**src/include/fft_pe_defines.svh**
```systemverilog
`ifndef FFT_PE_DEFINES_SVH
`define FFT_PE_DEFINES_SVH

////////////////////////////////////////
// data widths
////////////////////////////////////////
`define DATA_WIDTH     16           // one real or imag part
`define WORD_WIDTH     32           // complex word, real in upper half

////////////////////////////////////////
// storage sizes
////////////////////////////////////////
`define REG_NUM        8            // r0-r3 inputs, r4-r7 results
`define REG_ADDR_WIDTH 3
`define LOAD_NUM       4            // words per input block
`define INST_NUM       4            // butterflies per stage
`define IM_ADDR_WIDTH  2
`define TW_NUM         4            // W4^0 .. W4^3
`define TW_ADDR_WIDTH  2
`define TW_FRAC        14           // Q2.14, 1.0 = 16384

////////////////////////////////////////
// timing
////////////////////////////////////////
`define ALU_LAT        3            // complex alu pipe depth
`define OUT_NUM        4            // words per output burst
`define BLOCK_SPACING  20           // min cycles between block starts

`endif
```
**src/rtl/fft_pe_pkg.sv**
```systemverilog
`include "fft_pe_defines.svh"

package fft_pe_pkg;

   typedef logic signed [`DATA_WIDTH-1:0]    sample_t;   // one part
   typedef logic        [`WORD_WIDTH-1:0]    cplx_t;     // {re, im}
   typedef logic        [31:0]               inst_t;
   typedef logic        [`REG_ADDR_WIDTH-1:0] reg_addr_t;
   typedef logic        [`TW_ADDR_WIDTH-1:0]  tw_addr_t;
   typedef logic        [`IM_ADDR_WIDTH-1:0]  im_addr_t;

   typedef enum logic [2:0] {
      OP_NOP      = 3'd0,
      OP_BFLY_ADD = 3'd1,   // rd = ra + w*rb
      OP_BFLY_SUB = 3'd2    // rd = ra - w*rb
   } opcode_e;

   typedef enum logic [2:0] {
      S_IDLE,
      S_LOAD,
      S_COMPUTE,
      S_DRAIN,
      S_OUTPUT
   } pe_state_e;

   // pack one instruction word, unused bits stay zero
   function automatic inst_t mk_inst(opcode_e op, tw_addr_t tw, reg_addr_t rd,
                                     reg_addr_t ra, reg_addr_t rb);
      inst_t w;
      w        = '0;
      w[31:29] = op;
      w[25:24] = tw;   // twiddle index
      w[23:21] = rd;
      w[20:18] = ra;
      w[17:15] = rb;
      return w;
   endfunction

endpackage

```
**src/rtl/fft4_pipe.sv**
```systemverilog
module fft4_pipe (
   input  logic              clk,
   input  logic              rst,
   input  logic              din_v,
   input  fft_pe_pkg::cplx_t din,
   output logic              dout_v,
   output fft_pe_pkg::cplx_t dout
);
   import fft_pe_pkg::*;

   logic  mid_v;   // stage 0 burst
   cplx_t mid;

   // stage 0, butterflies of span 2
   pe #(.STAGE(0)) pe0_i (
      .clk    (clk),
      .rst    (rst),
      .din_v  (din_v),
      .din    (din),
      .dout_v (mid_v),
      .dout   (mid)
   );

   // stage 1, span 1 with -j twiddle
   pe #(.STAGE(1)) pe1_i (
      .clk    (clk),
      .rst    (rst),
      .din_v  (mid_v),
      .din    (mid),
      .dout_v (dout_v),
      .dout   (dout)
   );

endmodule

```
**src/rtl/pe.sv**
```systemverilog
`include "fft_pe_defines.svh"

module pe #(
   parameter int STAGE = 0
) (
   input  logic              clk,
   input  logic              rst,
   input  logic              din_v,
   input  fft_pe_pkg::cplx_t din,
   output logic              dout_v,
   output fft_pe_pkg::cplx_t dout
);
   import fft_pe_pkg::*;

   pe_state_e state;
   logic [$clog2(`LOAD_NUM)-1:0]  load_cnt;
   im_addr_t                      pc;          // also the compute count
   logic [$clog2(`ALU_LAT+2)-1:0] drain_cnt;
   logic [$clog2(`OUT_NUM)-1:0]   out_cnt;

   logic      ld_v;                            // delayed load write
   reg_addr_t ld_addr;
   cplx_t     ld_data;

   inst_t     inst;
   logic      fetch_v;                         // inst valid this cycle
   opcode_e   dec_op;
   tw_addr_t  dec_tw;
   reg_addr_t dec_rd, dec_ra, dec_rb;
   logic      issue_v;

   cplx_t     tw_data, rdata_a, rdata_b;
   logic      rf_re, rf_we;
   reg_addr_t raddr_a, out_addr, rf_waddr;
   cplx_t     rf_wdata;

   logic      alu_in_v;
   opcode_e   alu_op;
   reg_addr_t rd_pipe [`ALU_LAT+1];            // rd follows the alu
   logic      wb_v;
   cplx_t     wb_data;

   ////////////////////////////////////////
   // sequencing FSM
   ////////////////////////////////////////
   always_ff @(posedge clk) begin
      if (rst) begin
         state     <= S_IDLE;
         load_cnt  <= '0;
         pc        <= '0;
         drain_cnt <= '0;
         out_cnt   <= '0;
      end else begin
         case (state)
            S_IDLE: begin
               if (din_v) begin   // word 0 arrives
                  state    <= S_LOAD;
                  load_cnt <= load_cnt + 1'b1;
               end
            end
            S_LOAD: begin
               if (din_v) begin
                  if (load_cnt == `LOAD_NUM-1) begin
                     state    <= S_COMPUTE;
                     load_cnt <= '0;
                  end else begin
                     load_cnt <= load_cnt + 1'b1;
                  end
               end
            end
            S_COMPUTE: begin   // one issue per cycle
               if (pc == `INST_NUM-1) begin
                  state <= S_DRAIN;
                  pc    <= '0;
               end else begin
                  pc <= pc + 1'b1;
               end
            end
            S_DRAIN: begin   // last writeback lands here
               if (drain_cnt == `ALU_LAT+1) begin
                  state     <= S_OUTPUT;
                  drain_cnt <= '0;
               end else begin
                  drain_cnt <= drain_cnt + 1'b1;
               end
            end
            S_OUTPUT: begin
               if (out_cnt == `OUT_NUM-1) begin
                  state   <= S_IDLE;
                  out_cnt <= '0;
               end else begin
                  out_cnt <= out_cnt + 1'b1;
               end
            end
            default: state <= S_IDLE;
         endcase
      end
   end

   ////////////////////////////////////////
   // load capture, word n -> rn
   ////////////////////////////////////////
   always_ff @(posedge clk) begin
      if (rst) begin
         ld_v <= 1'b0;
      end else begin
         ld_v <= din_v && (state == S_IDLE || state == S_LOAD);
      end
   end

   always_ff @(posedge clk) begin
      ld_addr <= reg_addr_t'(load_cnt);
      ld_data <= din;
   end

   ////////////////////////////////////////
   // fetch and decode
   ////////////////////////////////////////
   inst_rom #(.STAGE(STAGE)) inst_rom_i (
      .clk      (clk),
      .en       (state == S_COMPUTE),
      .addr     (pc),
      .data_out (inst)
   );

   always_ff @(posedge clk) begin
      if (rst) begin
         fetch_v <= 1'b0;
      end else begin
         fetch_v <= (state == S_COMPUTE);   // rom word next cycle
      end
   end

   assign dec_op  = opcode_e'(inst[31:29]);
   assign dec_tw  = inst[25:24];
   assign dec_rd  = inst[23:21];
   assign dec_ra  = inst[20:18];
   assign dec_rb  = inst[17:15];
   assign issue_v = fetch_v && (dec_op != OP_NOP);   // nops never reach the alu

   // output phase borrows read port a for r4..r7
   assign out_addr = reg_addr_t'(`LOAD_NUM + out_cnt);
   assign raddr_a  = (state == S_OUTPUT) ? out_addr : dec_ra;
   assign rf_re    = issue_v || (state == S_OUTPUT);

   twiddle_rom twiddle_rom_i (
      .clk      (clk),
      .en       (issue_v),
      .addr     (dec_tw),
      .data_out (tw_data)
   );

   // writeback wins only when no load is pending
   assign rf_we    = ld_v || wb_v;
   assign rf_waddr = ld_v ? ld_addr : rd_pipe[`ALU_LAT];
   assign rf_wdata = ld_v ? ld_data : wb_data;

   reg_file reg_file_i (
      .clk     (clk),
      .rst     (rst),
      .we      (rf_we),
      .waddr   (rf_waddr),
      .wdata   (rf_wdata),
      .re      (rf_re),
      .raddr_a (raddr_a),
      .raddr_b (dec_rb),
      .rdata_a (rdata_a),
      .rdata_b (rdata_b)
   );

   ////////////////////////////////////////
   // execute
   ////////////////////////////////////////
   always_ff @(posedge clk) begin
      if (rst) begin
         alu_in_v <= 1'b0;
      end else begin
         alu_in_v <= issue_v;   // operands out of rf / rom now
      end
   end

   always_ff @(posedge clk) begin
      alu_op     <= dec_op;
      rd_pipe[0] <= dec_rd;
      for (int i = 1; i <= `ALU_LAT; i++) begin
         rd_pipe[i] <= rd_pipe[i-1];
      end
   end

   complex_alu complex_alu_i (
      .clk    (clk),
      .rst    (rst),
      .in_v   (alu_in_v),
      .opcode (alu_op),
      .din_a  (rdata_a),
      .din_b  (rdata_b),
      .din_w  (tw_data),
      .dout_v (wb_v),
      .dout   (wb_data)
   );

   ////////////////////////////////////////
   // output burst
   ////////////////////////////////////////
   always_ff @(posedge clk) begin
      if (rst) begin
         dout_v <= 1'b0;
      end else begin
         dout_v <= (state == S_OUTPUT);   // lines up with the rf read
      end
   end

   assign dout = rdata_a;

   // source spacing, no back-pressure here
   a_din_idle: assert property (@(posedge clk) disable iff (rst)
      din_v |-> (state == S_IDLE || state == S_LOAD))
      else $error("pe%0d: din_v while block in progress", STAGE);

   a_out_burst: assert property (@(posedge clk) disable iff (rst)
      $rose(dout_v) |-> ($past(state) == S_OUTPUT) ##0 dout_v [*`OUT_NUM] ##1 !dout_v)
      else $error("pe%0d: output burst malformed", STAGE);

   a_wr_clash: assert property (@(posedge clk) disable iff (rst)
      !(ld_v && wb_v))
      else $error("pe%0d: load write collides with writeback", STAGE);

endmodule

```
**src/rtl/complex_alu.sv**
```systemverilog
`include "fft_pe_defines.svh"

module complex_alu (
   input  logic                clk,
   input  logic                rst,
   input  logic                in_v,
   input  fft_pe_pkg::opcode_e opcode,
   input  fft_pe_pkg::cplx_t   din_a,
   input  fft_pe_pkg::cplx_t   din_b,
   input  fft_pe_pkg::cplx_t   din_w,
   output logic                dout_v,
   output fft_pe_pkg::cplx_t   dout
);
   import fft_pe_pkg::*;

   sample_t b_re, b_im, w_re, w_im;
   logic signed [2*`DATA_WIDTH-1:0] p_rr, p_ii, p_ri, p_ir;   // stage 1 products
   logic signed [2*`DATA_WIDTH:0]   mix_re, mix_im;           // one guard bit
   logic signed [2*`DATA_WIDTH:0]   shr_re, shr_im;
   sample_t wb_re, wb_im;                                     // stage 2, w*b
   sample_t a_re, a_im, res_re, res_im;
   cplx_t   a_s1, a_s2;                                       // a rides along
   opcode_e op_s1, op_s2;
   logic [`ALU_LAT-1:0] v_pipe;

   assign b_re = din_b[`WORD_WIDTH-1 -: `DATA_WIDTH];
   assign b_im = din_b[`DATA_WIDTH-1:0];
   assign w_re = din_w[`WORD_WIDTH-1 -: `DATA_WIDTH];
   assign w_im = din_w[`DATA_WIDTH-1:0];

   ////////////////////////////////////////
   // stage 1: partial products
   ////////////////////////////////////////
   always_ff @(posedge clk) begin
      p_rr  <= b_re * w_re;
      p_ii  <= b_im * w_im;
      p_ri  <= b_re * w_im;
      p_ir  <= b_im * w_re;
      a_s1  <= din_a;
      op_s1 <= opcode;
   end

   ////////////////////////////////////////
   // stage 2: combine and rescale
   ////////////////////////////////////////
   always_comb begin
      mix_re = p_rr - p_ii;
      mix_im = p_ri + p_ir;
      shr_re = mix_re >>> `TW_FRAC;   // back to integer scale
      shr_im = mix_im >>> `TW_FRAC;
   end

   always_ff @(posedge clk) begin
      wb_re <= shr_re[`DATA_WIDTH-1:0];   // magnitudes bounded, no overflow
      wb_im <= shr_im[`DATA_WIDTH-1:0];
      a_s2  <= a_s1;
      op_s2 <= op_s1;
   end

   ////////////////////////////////////////
   // stage 3: butterfly add / sub
   ////////////////////////////////////////
   assign a_re = a_s2[`WORD_WIDTH-1 -: `DATA_WIDTH];
   assign a_im = a_s2[`DATA_WIDTH-1:0];

   always_comb begin
      case (op_s2)
         OP_BFLY_ADD: begin
            res_re = a_re + wb_re;
            res_im = a_im + wb_im;
         end
         OP_BFLY_SUB: begin
            res_re = a_re - wb_re;
            res_im = a_im - wb_im;
         end
         default: begin   // nop passes a
            res_re = a_re;
            res_im = a_im;
         end
      endcase
   end

   always_ff @(posedge clk) begin
      dout <= {res_re, res_im};
   end

   // valid follows the data, ALU_LAT deep
   always_ff @(posedge clk) begin
      if (rst) begin
         v_pipe <= '0;
      end else begin
         v_pipe <= {v_pipe[`ALU_LAT-2:0], in_v};
      end
   end

   assign dout_v = v_pipe[`ALU_LAT-1];

endmodule

```
**src/rtl/reg_file.sv**
```systemverilog
`include "fft_pe_defines.svh"

module reg_file (
   input  logic                  clk,
   input  logic                  rst,
   input  logic                  we,
   input  fft_pe_pkg::reg_addr_t waddr,
   input  fft_pe_pkg::cplx_t     wdata,
   input  logic                  re,
   input  fft_pe_pkg::reg_addr_t raddr_a,
   input  fft_pe_pkg::reg_addr_t raddr_b,
   output fft_pe_pkg::cplx_t     rdata_a,
   output fft_pe_pkg::cplx_t     rdata_b
);
   import fft_pe_pkg::*;

   cplx_t regs [`REG_NUM];

   ////////////////////////////////////////
   // write port
   ////////////////////////////////////////
   always_ff @(posedge clk) begin
      if (rst) begin
         for (int i = 0; i < `REG_NUM; i++) begin
            regs[i] <= '0;   // drop any partial block
         end
      end else if (we) begin
         regs[waddr] <= wdata;
      end
   end

   ////////////////////////////////////////
   // read ports
   ////////////////////////////////////////
   // both reads registered, old data on same-cycle write
   always_ff @(posedge clk) begin
      if (re) begin
         rdata_a <= regs[raddr_a];   // ra / output read
         rdata_b <= regs[raddr_b];   // rb operand
      end
   end

   a_waddr_known: assert property (@(posedge clk) disable iff (rst)
      we |-> !$isunknown(waddr))
      else $error("reg_file: write with unknown address");

endmodule

```
**src/rtl/twiddle_rom.sv**
```systemverilog
`include "fft_pe_defines.svh"

module twiddle_rom (
   input  logic                 clk,
   input  logic                 en,
   input  fft_pe_pkg::tw_addr_t addr,
   output fft_pe_pkg::cplx_t    data_out
);
   import fft_pe_pkg::*;

   localparam sample_t ONE  = sample_t'(1 << `TW_FRAC);   // 16384
   localparam sample_t ZERO = sample_t'(0);

   // W4^k = exp(-j*2*pi*k/4), {re, im}
   localparam cplx_t TW [`TW_NUM] = '{
      {ONE,  ZERO},    // 1
      {ZERO, -ONE},    // -j
      {-ONE, ZERO},    // -1
      {ZERO, ONE}      // +j
   };

   always_ff @(posedge clk) begin
      if (en) begin
         data_out <= TW[addr];
      end
   end

endmodule

```
**src/rtl/inst_rom.sv**
```systemverilog
`include "fft_pe_defines.svh"

module inst_rom #(
   parameter int STAGE = 0
) (
   input  logic                 clk,
   input  logic                 en,
   input  fft_pe_pkg::im_addr_t addr,
   output fft_pe_pkg::inst_t    data_out
);
   import fft_pe_pkg::*;

   ////////////////////////////////////////
   // stage programs
   ////////////////////////////////////////
   // stage 0: pairs (x0,x2) and (x1,x3), all with w0
   localparam inst_t PROG0 [`INST_NUM] = '{
      mk_inst(OP_BFLY_ADD, 2'd0, 3'd4, 3'd0, 3'd2),  // r4 = r0 + r2
      mk_inst(OP_BFLY_SUB, 2'd0, 3'd5, 3'd0, 3'd2),  // r5 = r0 - r2
      mk_inst(OP_BFLY_ADD, 2'd0, 3'd6, 3'd1, 3'd3),  // r6 = r1 + r3
      mk_inst(OP_BFLY_SUB, 2'd0, 3'd7, 3'd1, 3'd3)   // r7 = r1 - r3
   };

   // stage 1: odd branch gets w1 = -j, results land in X order
   localparam inst_t PROG1 [`INST_NUM] = '{
      mk_inst(OP_BFLY_ADD, 2'd0, 3'd4, 3'd0, 3'd2),  // X0
      mk_inst(OP_BFLY_ADD, 2'd1, 3'd5, 3'd1, 3'd3),  // X1
      mk_inst(OP_BFLY_SUB, 2'd0, 3'd6, 3'd0, 3'd2),  // X2
      mk_inst(OP_BFLY_SUB, 2'd1, 3'd7, 3'd1, 3'd3)   // X3
   };

   inst_t prog_word;

   assign prog_word = (STAGE == 0) ? PROG0[addr] : PROG1[addr];

   always_ff @(posedge clk) begin
      if (en) begin
         data_out <= prog_word;   // one cycle fetch
      end
   end

   // every fetched word decodes to a known op
   a_legal_op: assert property (@(posedge clk)
      en |=> data_out[31:29] inside {OP_NOP, OP_BFLY_ADD, OP_BFLY_SUB})
      else $error("inst_rom stage %0d: illegal opcode fetched", STAGE);

endmodule

```
**config.mk**
```make
export PLATFORM = sky130hd
export DESIGN_NAME = fft4_pipe
export DESIGN_NICKNAME = d
export VERILOG_FILES = /design/src/rtl/fft_pe_pkg.sv /design/src/rtl/fft4_pipe.sv /design/src/rtl/pe.sv /design/src/rtl/complex_alu.sv /design/src/rtl/reg_file.sv /design/src/rtl/twiddle_rom.sv /design/src/rtl/inst_rom.sv
export VERILOG_INCLUDE_DIRS = /design/src /design/src/include
export SDC_FILE = /design/constraint.sdc
export NUM_CORES = 2
export LEC_CHECK = 0
export BUFFER_PORTS_ARGS = -buffer_cell sky130_fd_sc_hd__buf_2
export CAP_MARGIN = 0
export CORE_MARGIN = 3
export CORE_UTILIZATION = 35
export DETAILED_ROUTE_END_ITERATION = 16
export HOLD_SLACK_MARGIN = 0.1
export PLACE_DENSITY_LB_ADDON = 0.08
export SLEW_MARGIN = 5
export SYNTH_ARGS = -nofsm -noshare
export SYNTH_HDL_FRONTEND = slang
export SYNTH_SLANG_ARGS = --single-unit
```
**constraint.sdc**
```tcl
create_clock -name clk -period 8.85 [get_ports clk]
set_input_delay 0.885 -clock clk [delete_from_list [all_inputs] [get_ports clk]]
set_output_delay 0.885 -clock clk [all_outputs]
set_load 0.05 [all_outputs]
```
**Yosys cells after proc, flatten, opt, wreduce, memory -nomap -nowiden**

Memory sizes are Yosys's and may differ from the RTL's. A register that Yosys moved wholly into a read port is not among the register bits.
Index checks and enable logic that the tools add are counted.

- Add/sub/neg operators: 22
- Multiply operators: 8
- $lt $le $gt $ge: 4
- Equality and inequality tests: 32
- Muxes and demuxes: 64
- Bitwise logic cells: 4
- Reductions and logical operators: 22

Operator list:

| cell | number |
|---|---|
| $mux W32 | 12 |
| $bmux W32 S2 | 4 |
| $mul A16 B16 Y30 | 8 |
| $pmux W16 S2 | 4 |
| $add A16 B16 Y16 | 4 |
| $reduce_or A32 Y1 | 2 |
| $sub A16 B16 Y16 | 4 |
| $add A30 B30 Y30 | 2 |
| $mux W3 | 20 |
| $sub A30 B30 Y30 | 2 |
| $pmux W3 S5 | 2 |
| $mux W2 | 10 |
| $eq A3 B2 Y1 const B | 6 |
| $ne A2 B1 Y1 const B | 8 |
| $add A2 B1 Y2 const B | 6 |
| $eq A2 B2 Y1 const B | 6 |
| $eq A3 B1 Y1 const B | 4 |
| $eq A3 B3 Y1 const B | 4 |
| $ge A3 B3 Y1 const B | 4 |
| $not A2 Y3 | 4 |
| $reduce_and A6 Y1 | 2 |
| $mux W1 | 10 |
| $ne A2 B2 Y1 const B | 4 |
| $pmux W2 S2 | 2 |
| 8 further kinds | 22 |

- Flip-flop bits (word level): 716
- Bits in writable memories: 536
- Bits of input ports: 35
- Output and inout port bits: 33
- Logic and storage cells: 211
- Memories: 4

Memory list:

| name | words | width | read ports | clocked after Yosys merged registers in | wr ports | line | source |
|---|---|---|---|---|---|---|---|
| pe0_i.reg_file_i.regs | 8 | 32 | 2 | 2 | 8 | reg_file.sv:17 | `` cplx_t regs [`REG_NUM]; `` |
| pe1_i.reg_file_i.regs | 8 | 32 | 2 | 2 | 8 | reg_file.sv:17 |  |
| pe0_i.rd_pipe | 4 | 3 | 4 | 0 | 4 | pe.sv:39 | `` reg_addr_t rd_pipe [`ALU_LAT+1]; `` |
| pe1_i.rd_pipe | 4 | 3 | 4 | 0 | 4 | pe.sv:39 |  |

**Depth between registers and ports, before layout**

- Depth after elaboration: 6
- Mapped depth: 18
- Gate-level depth less buffers: 17

**Hierarchy**

From an unflattened synthesis, not the netlist that was laid out.

- Cells, all modules: 12420
- Area total of the unflattened synthesis: 130712.9 µm²

Modules (own cells, without submodules):

| module | times used | cells an instance | area each (µm²) | sequential area each (µm²) |
|---|---|---|---|---|
| complex_alu at pe0_i.complex_alu_i | 1 | 5096 | 47152.7 | 5144.9 |
| complex_alu at pe1_i.complex_alu_i | 1 | 5030 | 46642.2 | 5144.9 |
| reg_file at pe0_i.reg_file_i | 1 | 907 | 15712.6 | 9609.2 |
| reg_file at pe1_i.reg_file_i | 1 | 907 | 15561.2 | 9609.2 |
| pe at pe0_i | 1 | 169 | 2150.8 | 1301.2 |
| pe at pe1_i | 1 | 169 | 2149.6 | 1301.2 |
| twiddle_rom | 2 | 36 | 352.8 | 120.1 |
| inst_rom | 2 | 35 | 319.1 | 90.1 |

**Worst setup path after synthesis**

OpenSTA, ideal clock, no wires.

- Kind: register -> register
- Start point: register pe1_i.twiddle_rom_i.data_out[15]
- End point: register pe1_i.complex_alu_i.p_ri[29]
- Setup time: 0.120 ns
- Data arrival time: 3.674 ns
- Data required time: 8.730 ns
- Slack: 5.056 ns
- Cell stages (with the launch flop): 19
- Buffers on the path: 2
- Period minus slack after synthesis: 3.794 ns
- Cells stage by stage: edfxtp_1 -> clkbuf_1 -> clkbuf_1 -> nor2b_1 -> ha_1 -> ha_1 -> ha_1 -> ha_1 -> ha_1 -> ha_1 -> ha_1 -> a41o_1 -> a21oi_1 -> nor2b_1 -> o21a_1 -> o31a_1 -> nor3_1 -> o21bai_1 -> xnor2_1

- Cells in the longest elaborated chain, start to end: 1

RTL lines:

| item | line | source |
|---|---|---|
| start, declared | twiddle_rom.sv:7 | `output fft_pe_pkg::cplx_t data_out` |
| start signal, assigned | twiddle_rom.sv:24 | `data_out <= TW[addr];` |
| $mul A16 B16 Y30 | complex_alu.sv:37 | `p_ri <= b_re * w_im;` |
| end signal, assigned | complex_alu.sv:37 |  |
| end, declared | complex_alu.sv:17 | `` logic signed [2*`DATA_WIDTH-1:0] p_rr, p_ii, p_ri, p_ir; `` |

No other way between the ends.
A chain may end at the register's enable or synchronous reset.

**Worst setup path after layout**

Same ends and word-level chain as after synthesis.

==> results.cfg <==
[outcome]
status = complete, no violations

[drt]
vias = 26900
drtIter0Drc = 1708
vias_per_cell = 4.81
drt-pass1-iter-count = 6
detail-route-antenna-nets = 0
drc = 0
wl_per_cell_um = 20.8
wl_um = 116000

[clock_network]
post-cts-setup-buffer-count = 0
cts_buffers = 121
cts_sinks = 1096
cts-resized-gates = 0
ctsRootBufferMaster = clkbuf_16
clockBufferDepth = 3
postCtsHoldBufs = 0
path_clk_slew_ns = 0.06
insertion_delay_ns = 0.73
cts_tree = yes
cts_max_level = 3

[die]
ios = 68
die_y_um = 366
row_count = 131
dieArea_um2 = 134000
core_um2 = 128000
fp.dieW_um = 366
start_util = 0.354

[synth]
yosys.area.top_type = edfxtp_1
synth_seq_cells = 1096
yosysMostFrequentCell = nor2_1
synthAdderAreaFrac = 0.0647
yosys_warnings = 0
synth_top_family_by_area = simple AND/OR/NAND/NOR gates
synthTopCellsByCount = nor2_1 (708), edfxtp_1 (648), dfxtp_1 (448), ha_1 (226), mux2i_1 (207)
synth-edff-count = 648
synthMuxAreaShare = 0.0788
synth_xor_area_frac = 0.0338
synthCells = 3671
synthFlopType = edfxtp_1
synth_top_area_frac = 0.430
netlist_top_cells_area = edfxtp_1 (43%), dfxtp_1 (20%), ha_1 (6.2%)
avgSynthCellArea_um2 = 12.3
synth.distinct_cells = 74
syn_nets = 3937
async_reset_ff_frac = 0
synth_area_um2 = 45300
synth_compound_area_frac = 0.0630
yosysSeqAreaShare = 0.628
yosys.area_share.simple = 0.109

[power_and_ir_drop]
ir_worst_vdd_v = 0.000154
finalPower_mw = 11.6
power.leakage_nw = 20.3
power_density_nw_per_um2 = 224

[timing]
final-setup-viol-count = 0
skew_ns = 0.0343
slew_violations = 0
tns_ns = 0
tightest_slew_ns = 1.15
rsz0062_at_grt = false
min_period_ns = 3.88
hold_viol = 0
period_share = 0.438
max_slew_margin = 0.210
max_freq_ghz = 0.258

[critical_path]
worstRegToRegCells = 17
cp_max_fo = 59
start_kind = flip-flop
endpoint_kind = flip-flop
worstSetupPathType = reg2reg
crit_arrival_ns = 4.47
critical_path_required_ns = 9.45

[flow_run]
drv_cap = 0

[finish]
fillCellCount = 12200
drive_gt1_frac = 0.122
synthToLayoutAreaGrowth_pct = 14.3
nNetsFinal = 4009
top_regs = pe0_i.reg_file_i.regs x256, pe1_i.reg_file_i.regs x256

[worst_hold_path]
min_path_type = in2reg
holdPathStages = 1

[grt]
grt_pass1_vias = 27300
grt_pass1_wl_um = 174000
grt_max_degree = 68
grt_use_total = 0.175
grt_overflow = 0
antenna_found_initial = 6

[placed_design]
gp_congestion = 0.769
dp_hpwl_um = 73800
numPortBuffers = 67
==> placed cells by master (no fill, tap or decap), drive strengths merged, types with 6 or more instances in the layout <==
cell	Yosys	layout
o21ai	89	89
edfxtp	648	648
nand2b	47	47
bufinv	0	11
nand2	114	114
mux2	133	133
nor2	708	708
mux2i	207	207
a31oi	13	13
dfxtp	448	448
o21a	22	22
clkinv	0	35
nor3b	16	16
a21o	25	25
a211oi	69	69
or3	15	15
nand4	8	8
inv	77	83
nor2b	35	35
nand4b	6	6
xor2	39	39
and3	9	9
nor3	39	39
a21oi	180	180
o21bai	16	16
o31ai	8	8
nor4b	9	9
nand3	16	16
ha	226	226
clkbuf	155	175
buf	22	126
xnor2	134	134
and2	65	65
o211ai	9	9
==> kinds of logic (layout without fill, tap and decap cells) <==
logic type	count (synthesis)	after routing
simple gates	1111	1111
flops	1096	1096
compound gates	466	466
mux	340	340
buf+inv	254	435
fa+ha+maj	231	231
xor+xnor	173	173
other cells	0	2
==> per-layer routing <==
metal | track usage | vias up | routed length, um
met2 | 0.302 | 416 | 56700
li1 | - | 13100 | -
met5 | 0 | - | 0
met4 | 0.0485 | 0 | 2360
met3 | 0.0231 | 138 | 4120
met1 | 0.231 | 13200 | 53000
==> cell type report <==
class | count | area, um^2 | area share
Sequential cell | 1096 | 28400 | 0.549
Multi-Input combinational cell | 2321 | 15900 | 0.307
Clock buffer | 175 | 3560 | 0.0688
Tap cell | 1729 | 2160 | 0.0418
Timing Repair Buffer | 126 | 778 | 0.0150
Clock inverter | 57 | 631 | 0.0122
Inverter | 77 | 289 | 0.00558
Antenna cell | 2 | 5.00 | 0.0000967
==> critical path: stages (launching register included) <==
cell and delay [ns]:
edfxtp_1 0.32, buf_4 0.38, nor2b_1 0.20, ha_1 0.24, ha_1 0.20, ha_1 0.18
ha_1 0.18, ha_1 0.18, ha_1 0.18, ha_1 0.32, a41o_1 0.26, a21oi_1 0.22
nor2b_1 0.07, o21a_1 0.19, o31a_1 0.26, nor3_1 0.16, o21bai_1 0.10, xnor2_1 0.12
==> metrics by stage <==
stage | worst slack [ns] | hold WS, ns | instance area [um^2] | instances | util
final | 4.97 | 0.251 | 51800 | 5583 | 0.404
after global routing | 4.61 | 0.215 | 51800 | 5581 | 0.404
after CTS | 4.93 | 0.181 | 51800 | 5581 | 0.404
after detailed placement | 4.96 | 0.312 | 47600 | 5349 | 0.372
after global placement | 4.98 | 0.310 | 47600 | 5349 | 0.372
after floorplan | 5.06 | 0.310 | 45300 | 3671 | -
==> path summary, 6_finish.rpt <==
| path | start | to | slack (ns) |
|---|---|---|---|
| setup / recovery | pe1_i.twiddle_rom_i.data_out[15] | pe1_i.complex_alu_i.p_ri[29] | 4.97 |
| setup reg to reg | pe1_i.twiddle_rom_i.data_out[15] | pe1_i.complex_alu_i.p_ri[29] | 4.97 |
| hold reg to reg | pe0_i.complex_alu_i.p_ir[26] | pe0_i.complex_alu_i.wb_im[12] | 0.31 |
| hold / removal | din[15] | pe0_i.ld_data[15] | 0.25 |
==> power by group <==
group          leakage (nW)  switching [mW]  internal [mW]
Clock                  2.07            2.10           3.12
Combinational          7.97           0.465          0.229
Sequential             10.3          0.0937           5.60
Total                  20.3            2.66           8.95
Note: power is estimated with default switching activity, not from simulation.
